==> src/hw/fpv_pkg.sv <==
package fpv_pkg;

  localparam int depth = 16;
  localparam int idx_w = 4;
  localparam int len_w = 5;
  localparam int addr_w = 12;

  // register map
  localparam logic [addr_w-1:0] addr_ctrl = 12'h000;
  localparam logic [addr_w-1:0] addr_status = 12'h004;
  localparam logic [addr_w-1:0] addr_len = 12'h008;

  // window bases, one word per slot
  localparam logic [addr_w-1:0] win_a = 12'h100;
  localparam logic [addr_w-1:0] win_b = 12'h200;
  localparam logic [addr_w-1:0] win_r = 12'h300;

  // job states
  localparam logic [1:0] s_idle = 2'd0;
  localparam logic [1:0] s_issue = 2'd1;
  localparam logic [1:0] s_drain = 2'd2;
  localparam logic [1:0] s_fin = 2'd3;

  // single-precision word, raw or by field
  typedef union packed {
    logic [31:0] raw;
    struct packed {
      logic        sign;
      logic [7:0]  exp;
      logic [22:0] man;
    } f;
  } fp32_t;

endpackage

==> src/hw/apb_regs.sv <==
`timescale 1ns/1ns

module apb_regs import fpv_pkg::*; (
  input  logic              clk,
  input  logic              rstn,
  input  logic [addr_w-1:0] paddr,
  input  logic              psel,
  input  logic              penable,
  input  logic              pwrite,
  input  logic [31:0]       pwdata,
  input  logic              busy,
  input  logic              done,
  input  logic [31:0]       res_rdata,
  output logic [31:0]       prdata,
  output logic              pready,
  output logic              pslverr,
  output logic              a_we,
  output logic              b_we,
  output logic [idx_w-1:0]  wr_idx,
  output logic [31:0]       wdata,
  output logic [idx_w-1:0]  res_raddr,
  output logic [len_w-1:0]  len,
  output logic              start
);

  logic acc_wr;
  logic acc_rd;
  logic sel_ctrl;
  logic sel_status;
  logic sel_len;
  logic sel_a;
  logic sel_b;
  logic sel_r;
  logic wr_err;
  logic wr_ok;
  logic rd_pend;

  function automatic logic win_hit(input logic [addr_w-1:0] a, input logic [addr_w-1:0] base);
    return a[addr_w-1:idx_w+2] == base[addr_w-1:idx_w+2];
  endfunction

  assign acc_wr = psel && penable && pwrite;
  assign acc_rd = psel && penable && !pwrite;

  assign sel_ctrl = paddr == addr_ctrl;
  assign sel_status = paddr == addr_status;
  assign sel_len = paddr == addr_len;
  assign sel_a = win_hit(paddr, win_a);
  assign sel_b = win_hit(paddr, win_b);
  assign sel_r = win_hit(paddr, win_r);

  // results are read only; oversize lengths rejected
  assign wr_err = acc_wr && (sel_r || (busy && (sel_a || sel_b || sel_len)) ||
                             (sel_len && pwdata > 32'(depth)));
  assign wr_ok = acc_wr && !wr_err;

  assign a_we = wr_ok && sel_a;
  assign b_we = wr_ok && sel_b;
  assign wr_idx = paddr[idx_w+1:2];
  assign wdata = pwdata;
  assign res_raddr = paddr[idx_w+1:2];

  assign start = acc_wr && sel_ctrl && pwdata[0] && !busy && len != '0;

  // first access cycle of a result read waits on the RAM
  assign pready = !(acc_rd && sel_r && !rd_pend);
  assign pslverr = wr_err;

  always_ff @(posedge clk) begin
    if (!rstn) begin
      rd_pend <= 1'b0;
      len <= '0;
    end else begin
      rd_pend <= acc_rd && sel_r && !rd_pend;
      if (wr_ok && sel_len) begin
        len <= pwdata[len_w-1:0];
      end
    end
  end

  always_comb begin
    prdata = '0;
    if (sel_status) begin
      prdata[1:0] = {done, busy};
    end else if (sel_len) begin
      prdata[len_w-1:0] = len;
    end else if (sel_r) begin
      prdata = res_rdata;
    end
  end

  a_start_idle: assert property (@(posedge clk) disable iff (!rstn) start |-> !busy ##1 busy);

endmodule

==> src/hw/fmul.sv <==
`timescale 1ns/1ns

module fmul import fpv_pkg::*; (
  input  logic        clk,
  input  logic        rstn,
  input  logic        order,
  input  logic [31:0] rs1,
  input  logic [31:0] rs2,
  output logic        accepted,
  output logic        done,
  output logic [31:0] rd
);

  fp32_t op_a;
  fp32_t op_b;
  fp32_t res;

  logic [8:0] ea;
  logic [8:0] eb;
  logic [8:0] esum;

  logic        v1;
  logic        sign_1;
  logic        zero_1;
  logic [23:0] ma_1;
  logic [23:0] mb_1;
  logic [7:0]  eyd_1;
  logic [8:0]  ufl_sh_1;
  logic        udf_1;
  logic        udf_just_1;

  logic        v2;
  logic        sign_2;
  logic        zero_2;
  logic [47:0] prod_2;
  logic [5:0]  lzc_2;
  logic [7:0]  eyd_2;
  logic [8:0]  ufl_sh_2;
  logic        udf_2;
  logic        udf_just_2;

  logic [47:0]       prod;
  logic [5:0]        lzc;
  logic signed [8:0] eyf;
  logic [47:0]       norm_prod;
  logic [47:0]       sub_prod;
  logic [47:0]       ufl_prod;

  // pipeline never stalls
  assign accepted = order;
  assign done = v2;

  assign op_a = rs1;
  assign op_b = rs2;

  // subnormal inputs count as exponent 1
  assign ea = (op_a.f.exp == 8'd0) ? 9'd1 : {1'b0, op_a.f.exp};
  assign eb = (op_b.f.exp == 8'd0) ? 9'd1 : {1'b0, op_b.f.exp};
  assign esum = ea + eb;

  always_ff @(posedge clk) begin
    if (!rstn) begin
      v1 <= 1'b0;
      v2 <= 1'b0;
    end else begin
      v1 <= accepted;
      v2 <= v1;
    end
  end

  always_ff @(posedge clk) begin
    sign_1 <= op_a.f.sign ^ op_b.f.sign;
    zero_1 <= (op_a.f.exp == 8'd0 && op_a.f.man == 23'd0) ||
              (op_b.f.exp == 8'd0 && op_b.f.man == 23'd0);
    ma_1 <= {op_a.f.exp != 8'd0, op_a.f.man};
    mb_1 <= {op_b.f.exp != 8'd0, op_b.f.man};
    // product msb sits at bit 47, so bias is 126
    eyd_1 <= esum[7:0] + 8'd130;
    ufl_sh_1 <= 9'd127 - esum;
    udf_1 <= esum < 9'd128;
    udf_just_1 <= esum == 9'd127;
  end

  assign prod = ma_1 * mb_1;

  always_comb begin
    lzc = 6'd48;
    for (int i = 0; i < 48; i++) begin
      if (prod[i]) begin
        lzc = 6'(47 - i);
      end
    end
  end

  always_ff @(posedge clk) begin
    sign_2 <= sign_1;
    zero_2 <= zero_1;
    prod_2 <= prod;
    lzc_2 <= lzc;
    eyd_2 <= eyd_1;
    ufl_sh_2 <= ufl_sh_1;
    udf_2 <= udf_1;
    udf_just_2 <= udf_just_1;
  end

  assign eyf = $signed({1'b0, eyd_2}) - $signed({3'b0, lzc_2});
  assign norm_prod = prod_2 << lzc_2;
  // exponent ran out before the leading one
  assign sub_prod = prod_2 << ({1'b0, eyd_2[4:0]} - 6'd1);
  assign ufl_prod = prod_2 >> ufl_sh_2;

  always_comb begin
    res.f.sign = sign_2;
    if (zero_2) begin
      res.f.exp = 8'd0;
      res.f.man = 23'd0;
    end else if (udf_2) begin
      // may just reach the minimum normal
      res.f.exp = (udf_just_2 && prod_2[47]) ? 8'd1 : 8'd0;
      res.f.man = ufl_prod[46:24];
    end else if (eyf > 9'sd0) begin
      res.f.exp = eyf[7:0];
      res.f.man = norm_prod[46:24];
    end else begin
      res.f.exp = 8'd0;
      res.f.man = sub_prod[46:24];
    end
  end

  assign rd = res.raw;

  // leading one lands on the hidden bit after normalization
  a_norm_msb: assert property (@(posedge clk) disable iff (!rstn)
    done && !zero_2 && !udf_2 && eyf > 9'sd0 |-> norm_prod[47]);

endmodule

==> src/hw/fpv_top.sv <==
`timescale 1ns/1ns

module fpv_top import fpv_pkg::*; (
  input  logic              clk,
  input  logic              rstn,
  input  logic [addr_w-1:0] paddr,
  input  logic              psel,
  input  logic              penable,
  input  logic              pwrite,
  input  logic [31:0]       pwdata,
  output logic [31:0]       prdata,
  output logic              pready,
  output logic              pslverr
);

  logic             a_we;
  logic             b_we;
  logic [idx_w-1:0] wr_idx;
  logic [31:0]      wdata;
  logic [idx_w-1:0] res_raddr;
  logic [31:0]      res_rdata;
  logic [len_w-1:0] len;
  logic             start;
  logic             busy;
  logic             done;
  logic             clear;
  logic             issue_inc;
  logic             retire_inc;
  logic             issue_last;
  logic             retire_last;
  logic [idx_w-1:0] issue_idx;
  logic [idx_w-1:0] retire_idx;
  logic             order;
  logic             accepted;
  logic             mul_done;
  logic [31:0]      a_rdata;
  logic [31:0]      b_rdata;
  logic [31:0]      rd;

  apb_regs regs (
    .clk(clk), .rstn(rstn), .paddr(paddr), .psel(psel), .penable(penable),
    .pwrite(pwrite), .pwdata(pwdata), .busy(busy), .done(done), .res_rdata(res_rdata),
    .prdata(prdata), .pready(pready), .pslverr(pslverr), .a_we(a_we), .b_we(b_we),
    .wr_idx(wr_idx), .wdata(wdata), .res_raddr(res_raddr), .len(len), .start(start)
  );

  word_ram ram_a (
    .clk(clk), .we(a_we), .waddr(wr_idx), .wdata(wdata), .raddr(issue_idx), .rdata(a_rdata)
  );

  word_ram ram_b (
    .clk(clk), .we(b_we), .waddr(wr_idx), .wdata(wdata), .raddr(issue_idx), .rdata(b_rdata)
  );

  // results land at the retire slot
  word_ram ram_r (
    .clk(clk), .we(mul_done), .waddr(retire_idx), .wdata(rd), .raddr(res_raddr),
    .rdata(res_rdata)
  );

  idx_counter cnt (
    .clk(clk), .rstn(rstn), .clear(clear), .issue_inc(issue_inc), .retire_inc(retire_inc),
    .len(len), .issue_idx(issue_idx), .retire_idx(retire_idx), .issue_last(issue_last),
    .retire_last(retire_last)
  );

  vec_seq seq (
    .clk(clk), .rstn(rstn), .start(start), .issue_last(issue_last),
    .retire_last(retire_last), .accepted(accepted), .mul_done(mul_done), .order(order),
    .issue_inc(issue_inc), .retire_inc(retire_inc), .clear(clear), .busy(busy), .done(done)
  );

  fmul mul (
    .clk(clk), .rstn(rstn), .order(order), .rs1(a_rdata), .rs2(b_rdata),
    .accepted(accepted), .done(mul_done), .rd(rd)
  );

endmodule

==> src/hw/idx_counter.sv <==
`timescale 1ns/1ns

module idx_counter import fpv_pkg::*; (
  input  logic             clk,
  input  logic             rstn,
  input  logic             clear,
  input  logic             issue_inc,
  input  logic             retire_inc,
  input  logic [len_w-1:0] len,
  output logic [idx_w-1:0] issue_idx,
  output logic [idx_w-1:0] retire_idx,
  output logic             issue_last,
  output logic             retire_last
);

  logic [len_w-1:0] len_m1;

  assign len_m1 = len - 1'b1;
  assign issue_last = len_w'(issue_idx) == len_m1;
  assign retire_last = len_w'(retire_idx) == len_m1;

  // both hold at the last slot
  always_ff @(posedge clk) begin
    if (!rstn) begin
      issue_idx <= '0;
      retire_idx <= '0;
    end else if (clear) begin
      issue_idx <= '0;
      retire_idx <= '0;
    end else begin
      if (issue_inc && !issue_last) begin
        issue_idx <= issue_idx + 1'b1;
      end
      if (retire_inc && !retire_last) begin
        retire_idx <= retire_idx + 1'b1;
      end
    end
  end

  a_order: assert property (@(posedge clk) disable iff (!rstn) retire_idx <= issue_idx);

endmodule

==> src/hw/vec_seq.sv <==
`timescale 1ns/1ns

module vec_seq import fpv_pkg::*; (
  input  logic clk,
  input  logic rstn,
  input  logic start,
  input  logic issue_last,
  input  logic retire_last,
  input  logic accepted,
  input  logic mul_done,
  output logic order,
  output logic issue_inc,
  output logic retire_inc,
  output logic clear,
  output logic busy,
  output logic done
);

  logic [1:0] state;
  logic [1:0] inflight;

  assign clear = start;
  assign issue_inc = state == s_issue;
  assign retire_inc = mul_done;
  assign busy = state == s_issue || state == s_drain;
  assign done = state == s_fin;

  always_ff @(posedge clk) begin
    if (!rstn) begin
      state <= s_idle;
      order <= 1'b0;
      inflight <= 2'd0;
    end else begin
      // read address leads order by the RAM latency
      order <= state == s_issue;
      inflight <= inflight + {1'b0, accepted} - {1'b0, mul_done};
      case (state)
        s_idle, s_fin: begin
          if (start) begin
            state <= s_issue;
          end
        end
        s_issue: begin
          if (issue_last) begin
            state <= s_drain;
          end
        end
        s_drain: begin
          // last element retiring with nothing else in flight
          if (mul_done && retire_last && inflight == 2'd1) begin
            state <= s_fin;
          end
        end
        default: state <= s_idle;
      endcase
    end
  end

endmodule

==> src/hw/word_ram.sv <==
`timescale 1ns/1ns

module word_ram import fpv_pkg::*; (
  input  logic             clk,
  input  logic             we,
  input  logic [idx_w-1:0] waddr,
  input  logic [31:0]      wdata,
  input  logic [idx_w-1:0] raddr,
  output logic [31:0]      rdata
);

  logic [31:0] mem [depth];

  always_ff @(posedge clk) begin
    if (we) begin
      mem[waddr] <= wdata;
    end
  end

  // registered read, old data on collision
  always_ff @(posedge clk) begin
    rdata <= mem[raddr];
  end

endmodule

==> config.mk <==
export PLATFORM = sky130hd
export DESIGN_NAME = fpv_top
export DESIGN_NICKNAME = d
export VERILOG_FILES = /design/src/hw/fpv_pkg.sv /design/src/hw/apb_regs.sv /design/src/hw/fmul.sv /design/src/hw/fpv_top.sv /design/src/hw/idx_counter.sv /design/src/hw/vec_seq.sv /design/src/hw/word_ram.sv
export SDC_FILE = /design/constraint.sdc
export NUM_CORES = 2
export LEC_CHECK = 0
export BUFFER_PORTS_ARGS = -buffer_cell sky130_fd_sc_hd__buf_2
export CORE_ASPECT_RATIO = 1.2
export CORE_UTILIZATION = 42
export CTS_BUF_LIST = sky130_fd_sc_hd__clkbuf_4 sky130_fd_sc_hd__clkbuf_8 sky130_fd_sc_hd__clkbuf_16
export CTS_CLUSTER_SIZE = 40
export DETAILED_ROUTE_END_ITERATION = 10
export GPL_TIMING_DRIVEN = 0
export PLACE_DENSITY_LB_ADDON = 0.2
export SYNTH_ARGS = -nofsm -noshare
export SYNTH_HDL_FRONTEND = slang
export SYNTH_SLANG_ARGS = --single-unit
==> constraint.sdc <==
create_clock -name clk -period 7.2 [get_ports clk]
set_input_delay 1.44 -clock clk [delete_from_list [all_inputs] [get_ports clk]]
set_output_delay 1.44 -clock clk [all_outputs]
set_load 0.01 [all_outputs]
**Yosys cells after proc, flatten, opt, wreduce, memory -nomap -nowiden**

Memory sizes are Yosys's and may differ from the RTL's. A register that Yosys moved wholly into a read port is not among the register bits.
Index checks and enable logic that the tools add are counted.
W data, S select, Z words.

- Equality and inequality tests: 15
- Multipliers: 1
- Order comparisons: 3
- Shift operators: 3
- Muxes and demuxes: 68
- $add $sub $neg: 10
- Reduce and logical (&&, ||, !) cells: 53
- Bitwise operators: 2

Operators by type and width:

| cell | count |
|---|---|
| $mux W5 | 33 |
| $shl A48 B6 Y47 | 2 |
| $mux W31 | 3 |
| $mul A24 B24 Y48 | 1 |
| $shr A48 B9 Y47 | 1 |
| $logic_not A23 Y1 | 2 |
| $gt A32 B5 Y1 const B | 1 |
| $mux W32 | 1 |
| $mux W4 | 8 |
| $reduce_or A32 Y1 | 1 |
| $mux W30 | 1 |
| $mux W27 | 1 |
| $logic_and A1 B1 Y1 | 23 |
| $logic_not A8 Y1 | 2 |
| $mux W8 | 2 |
| $reduce_bool A8 Y1 | 2 |
| $reduce_or A16 Y1 | 1 |
| $eq A12 B3 Y1 const B | 1 |
| $eq A12 B4 Y1 const B | 1 |
| $eq A6 B4 Y1 const B | 2 |
| $logic_not A12 Y1 | 1 |
| $mux W2 | 6 |
| $mux W3 | 4 |
| $eq A4 B5 Y1 | 2 |
| 28 further kinds | 53 |

- RAM bits: 1536
- Memories: 3
- Flip-flop bits (word level): 165
- Output and inout port bits: 34
- Input port bits: 49

Memory list:

| name | depth | bits a word | rd ports | clocked after memory_dff | wr ports | line | RTL |
|---|---|---|---|---|---|---|---|
| ram_a.mem | 16 | 32 | 1 | 1 | 1 | word_ram.sv:12 | `logic [31:0] mem [depth];` |
| ram_b.mem | 16 | 32 | 1 | 1 | 1 | word_ram.sv:12 |  |
| ram_r.mem | 16 | 32 | 1 | 1 | 1 | word_ram.sv:12 |  |

**Depth between registers and ports, before layout**

- Word-level depth: 48
- Mapped depth: 30
- Depth with buffers taken out: 29

**By module**

A second synthesis with hierarchy kept.

- Cells, all modules: 6249
- Area, all modules: 90832.1 um^2

By module, submodules not included:

| module | times used | area an instance (um^2) | cells each |
|---|---|---|---|
| word_ram at ram_b ... | 2 | 19854.0 | 838 |
| fmul | 1 | 29210.5 | 3481 |
| word_ram at ram_a | 1 | 19836.5 | 838 |
| apb_regs | 1 | 1084.8 | 143 |
| idx_counter | 1 | 645.6 | 76 |
| vec_seq | 1 | 346.6 | 35 |

**Worst setup path before layout**

OpenSTA, ideal clock, no wires.

- Path kind: reg-to-reg
- From: reg mul.mb_1[3]
- To: reg mul.lzc_2[0]
- Period minus slack after synthesis: 7.515 ns
- Data required time: 7.113 ns
- Slack: -0.315 ns
- Stages on the path, launching flop included: 28
- Library setup time: 0.087 ns
- Arrival time: 7.428 ns
- Cells stage by stage: dfxtp_1 -> clkbuf_1 -> nand2_1 -> fa_1 -> inv_1 -> fa_1 -> fa_1 -> inv_1 -> fa_1 -> inv_1 -> fa_1 -> inv_1 -> fa_1 -> inv_1 -> fa_1 -> ha_1 -> and2_1 -> a2111oi_0 -> a21oi_1 -> a22o_1 -> nor3_2 -> o21ai_1 -> a2111oi_0 -> nor3_1 -> or3_1 -> nor3_1 -> a211oi_1 -> o31ai_1

RTL lines:

| item | line | RTL |
|---|---|---|
| from (decl) | fmul.sv:26 | `logic [23:0] mb_1;` |
| from (signal assigned) | fmul.sv:76 | `mb_1 <= {op_b.f.exp != 8'd0, op_b.f.man};` |
| $mul A24 B24 Y48 | fmul.sv:84 | `assign prod = ma_1 * mb_1;` |
| net mul.prod[41] | fmul.sv:42 | `logic [47:0] prod;` |
| $mux W3 (3 in series) | fmul.sv:89 | `if (prod[i]) begin` |
| $mux W2 (2 in series) | fmul.sv:89 |  |
| $mux W1 | fmul.sv:89 |  |
| to (signal assigned) | fmul.sv:99 | `lzc_2 <= lzc;` |
| to (decl) | fmul.sv:36 | `logic [5:0] lzc_2;` |

The timed path passes the listed nets, and every way through them passes these cells.
A chain may end at the register's enable or synchronous reset.

**Final worst setup path**

- From: reg mul.mb_1[14]
- To: reg mul.lzc_2[4]

- Cells in the longest elaborated chain, start to end: 19

RTL lines:

| item | line |
|---|---|
| $mul A24 B24 Y48 (*) | fmul.sv:84 |
| $mux W5 (18 in series) | fmul.sv:89 |

Mark *: on every way between the ends. The rest lies on a longest branch, timed or not.

==> impl_metrics.ini <==
[yosys]
postSynthNetCount = 6406
synthesis.instances = 5668
synth.ff_latch_count = 1795
yosysMostFrequentCell = edfxtp_1
synth_common_cells = edfxtp_1 (1536), inv_1 (581), nand2_1 (499)
syn-mean-instance-area_um2 = 15.6
synth_top_area_cell = edfxtp_1
count_of_flip_flops_with_a_built_in_enable_after_synthesis = 1536
mapped_cell_area_um2 = 88500
synth.lib_cells_used.distinct = 85
total_number_of_yosys_warnings = 0
netlist_top_cells_area = edfxtp_1 (52%), mux4_2 (12%), fa_1 (11%)
synth.top_cell.area_share_pct = 52.1
most_used_dff_post_synth = edfxtp_1
synth-seq-area-share_pct = 58.0
synthArstFlopShare_pct = 0

[critical_path]
worst-r2r-setup-slack_ns = -0.56
path_common_cell = fa_1
critical_path_class = register to register
crit_slowest_cell = fa_1
reg2reg_depth = 29
cp.arrival_ns = 8.50
worstReg2RegEnd = mul.lzc_2[4]
cp-end-kind = register
critPathLaunchType = register
critical_path_required_ns = 7.94
max_stage_delay_ns = 0.58
origin_of_the_critical_flop_to_flop_path = mul.mb_1[14]
critical_path_peak_fanout = 10

[die]
core_um2 = 210000
initial_core_util_pct = 42.2
area_enclosed_by_the_die_boundary_um2 = 213000
die_width_um = 421
io_pins = 83
fp.dieH_um = 505
placement_rows = 184

[status]
run_status = finished, violations left
violations = negative setup slack

[min_path]
hold_end = mul.zero_2
timing.hold.worst.class = register to register
worst_hold_path_cells = 0
hold_path_startpoint = mul.zero_1

[clock_tree]
worst_setup_hold_path_clk_slew_ns = 0.08
cts-htree-levels = 4
cts_root_buf = clkbuf_16
clock_sinks = 1795
cts_tree = done
clockBufferDepth = 3
cts_made_buffers = 175
clkLatencyLatePin_ns = 0.84

[drt]
initialDrtViolationCount = 4642
wl_per_cell_um = 28.1
drt-total-wl_um = 254000
remaining_drc_errors = 0
antenna_violating_nets_post_route = 0
vias_per_cell = 5.63
via_count = 51000
detail_route.first_pass.iterations = 6

[final_layout]
area_growth_syn_to_layout_pct = 16.7
post_route_cells_drive_above_1_share_pct = 23.8
final_core_utilization_pct = 49.3
num-nets-final = 6846
layout.cell_area.non_filler_um2 = 103000

[grt]
first_global_vias = 53900
globalRoute.totalOverflow = 0
antenna_found_initial = 13
largest_net_degree_at_the_start_of_global_routing = 36
grt_pass1_wl_um = 370000
grt_usage_pct = 24.1

[sta]
finalCriticalPeriod_ns = 7.76
max_freq_mhz = 129
post-route-period-util_pct = 108
grt_setup_unrepaired = yes
report.final.hold_viol_count = 0
worst_tran_pin_value_ns = 1.32
timing.slew.headroom_pct = 11.9
timing.clock.skew_ns = 0.0703
pins_over_slew_limit = 0
setup_viol_count_final = 7
post-route-worst-setup-slack_ns = -0.563

[placed_design]
finalWeightedCongestion = 0.930
port_buffers = 80
dp_hpwl_um = 181000
dpl_cell_area_um2 = 94100

[run]
cap_violations = 0
layer usage:
metal / vias up / wire, µm / GRT usage (%)
met5: - / 66 / 0
met1: 27200 / 102000 / 31.1
met2: 1799 / 129000 / 41.7
li1: 21600 / - / -
met4: 10 / 9240 / 8.16
met3: 407 / 14400 / 3.29
worst max-delay path, delay by kind of cell (launching register included):
kind	cells	cell delay, ns
compound gates	6	1.14
xor+xnor	1	0.17
fa+ha+maj	8	3.91
buf+inv	9	0.81
flops	1	0.41
simple gates	5	1.28
logic make-up (layout without fill, tap and decap cells):
| group | after synthesis | count (layout) | synth area share (%) |
|---|---|---|---|
| simple gates | 1164 | 1164 | 6.23 |
| buf+inv | 881 | 1475 | 3.80 |
| xor+xnor | 79 | 79 | 0.782 |
| mux | 640 | 640 | 14.1 |
| compound gates | 420 | 420 | 3.26 |
| fa+ha+maj | 689 | 689 | 13.8 |
| other cells | 0 | 7 | 0 |
| flops | 1795 | 1795 | 58.0 |
what timing repair did:
item | in CTS | in global routing
setup endpoints to repair | 34 | 12
pin swaps | 85 | 47
gates resized for setup | 485 | 93
hold buffers | 0 | 0
buffers inserted | 91 | 19
cloned | 2 | 0
worst max path at each step:
| stage | to | start | slack (ns) | cells after the start |
|---|---|---|---|---|
| 3_5_place_dp | mul.lzc_2[4] | mul.ma_1[20] | -2.28 | 26 |
| 2_1_floorplan | mul.lzc_2[3] | mul.mb_1[3] | 0.005 | 27 |
| 5_1_grt | mul.lzc_2[4] | mul.mb_1[9] | -0.83 | 25 |
| 3_3_place_gp | ram_b.mem[3][17] | pwdata[1] | -3.54 | 9 |
| 6_report | mul.lzc_2[4] | mul.mb_1[14] | -0.56 | 29 |
| 4_1_cts | mul.lzc_2[4] | mul.mb_1[11] | -0.38 | 25 |
through the flow:
step           cells   TNS, ns  hold WS [ns]  worst slack [ns]
2_1_floorplan   5668         0         0.310           0.00495
3_3_place_gp    8538  -1203.23         0.310             -3.54
3_5_place_dp    8613    -34.08         0.312             -2.28
4_1_cts         9032     -2.06         0.303            -0.379
5_1_grt         9056     -4.71         0.314            -0.832
6_report        9059     -3.15         0.300            -0.563
state kept, by name (all words and copies together) (netlist names), 2 cells and up:
name / cells
cnt.issue_idx: 4
cnt.retire_idx: 4
mul.eyd_1: 8
mul.eyd_2: 8
mul.lzc_2: 6
mul.ma_1: 24
mul.mb_1: 24
mul.prod_2: 48
mul.ufl_sh_1: 8
mul.ufl_sh_2: 8
ram_a.mem: 512
ram_a.rdata: 32
ram_b.mem: 512
ram_b.rdata: 32
ram_r.mem: 512
ram_r.rdata: 32
regs.len: 5
seq.inflight: 2
seq.state: 2
area by class of cell:
| class | instances | area (µm²) |
|---|---|---|
| diodes | 7 | 17.5 |
| inverters | 582 | 2190 |
| multi-input cells | 2992 | 35100 |
| fillers | 17800 | 106000 |
| plain buffers | 295 | 2420 |
| clock inverters | 86 | 706 |
| flip-flops and latches | 1795 | 51500 |
| well taps | 2790 | 3490 |
| repair buffers | 267 | 2630 |
| clock buffers | 245 | 5180 |
cells in the final DEF (no fill, tap or decap), types with 45 or more instances in the layout:
cell	synthesis	layout
mux4_2	481	481
nor2_1	183	136
edfxtp_1	1536	1536
o21ai_0	69	59
clkbuf_8	0	53
inv_1	581	558
and2_1	253	247
buf_12	0	46
buf_4	2	98
clkbuf_1	233	131
mux2i_1	122	122
ha_1	205	186
a21oi_1	93	80
nand2_1	499	484
clkbuf_4	0	54
dfxtp_1	259	213
xnor2_1	52	45
clkbuf_16	0	224
buf_2	15	96
fa_1	484	467
buf_1	45	45
Power is left out: the tool's default activity adds up to more than one toggle a clock period on the data nets, which glitch-free logic cannot reach.
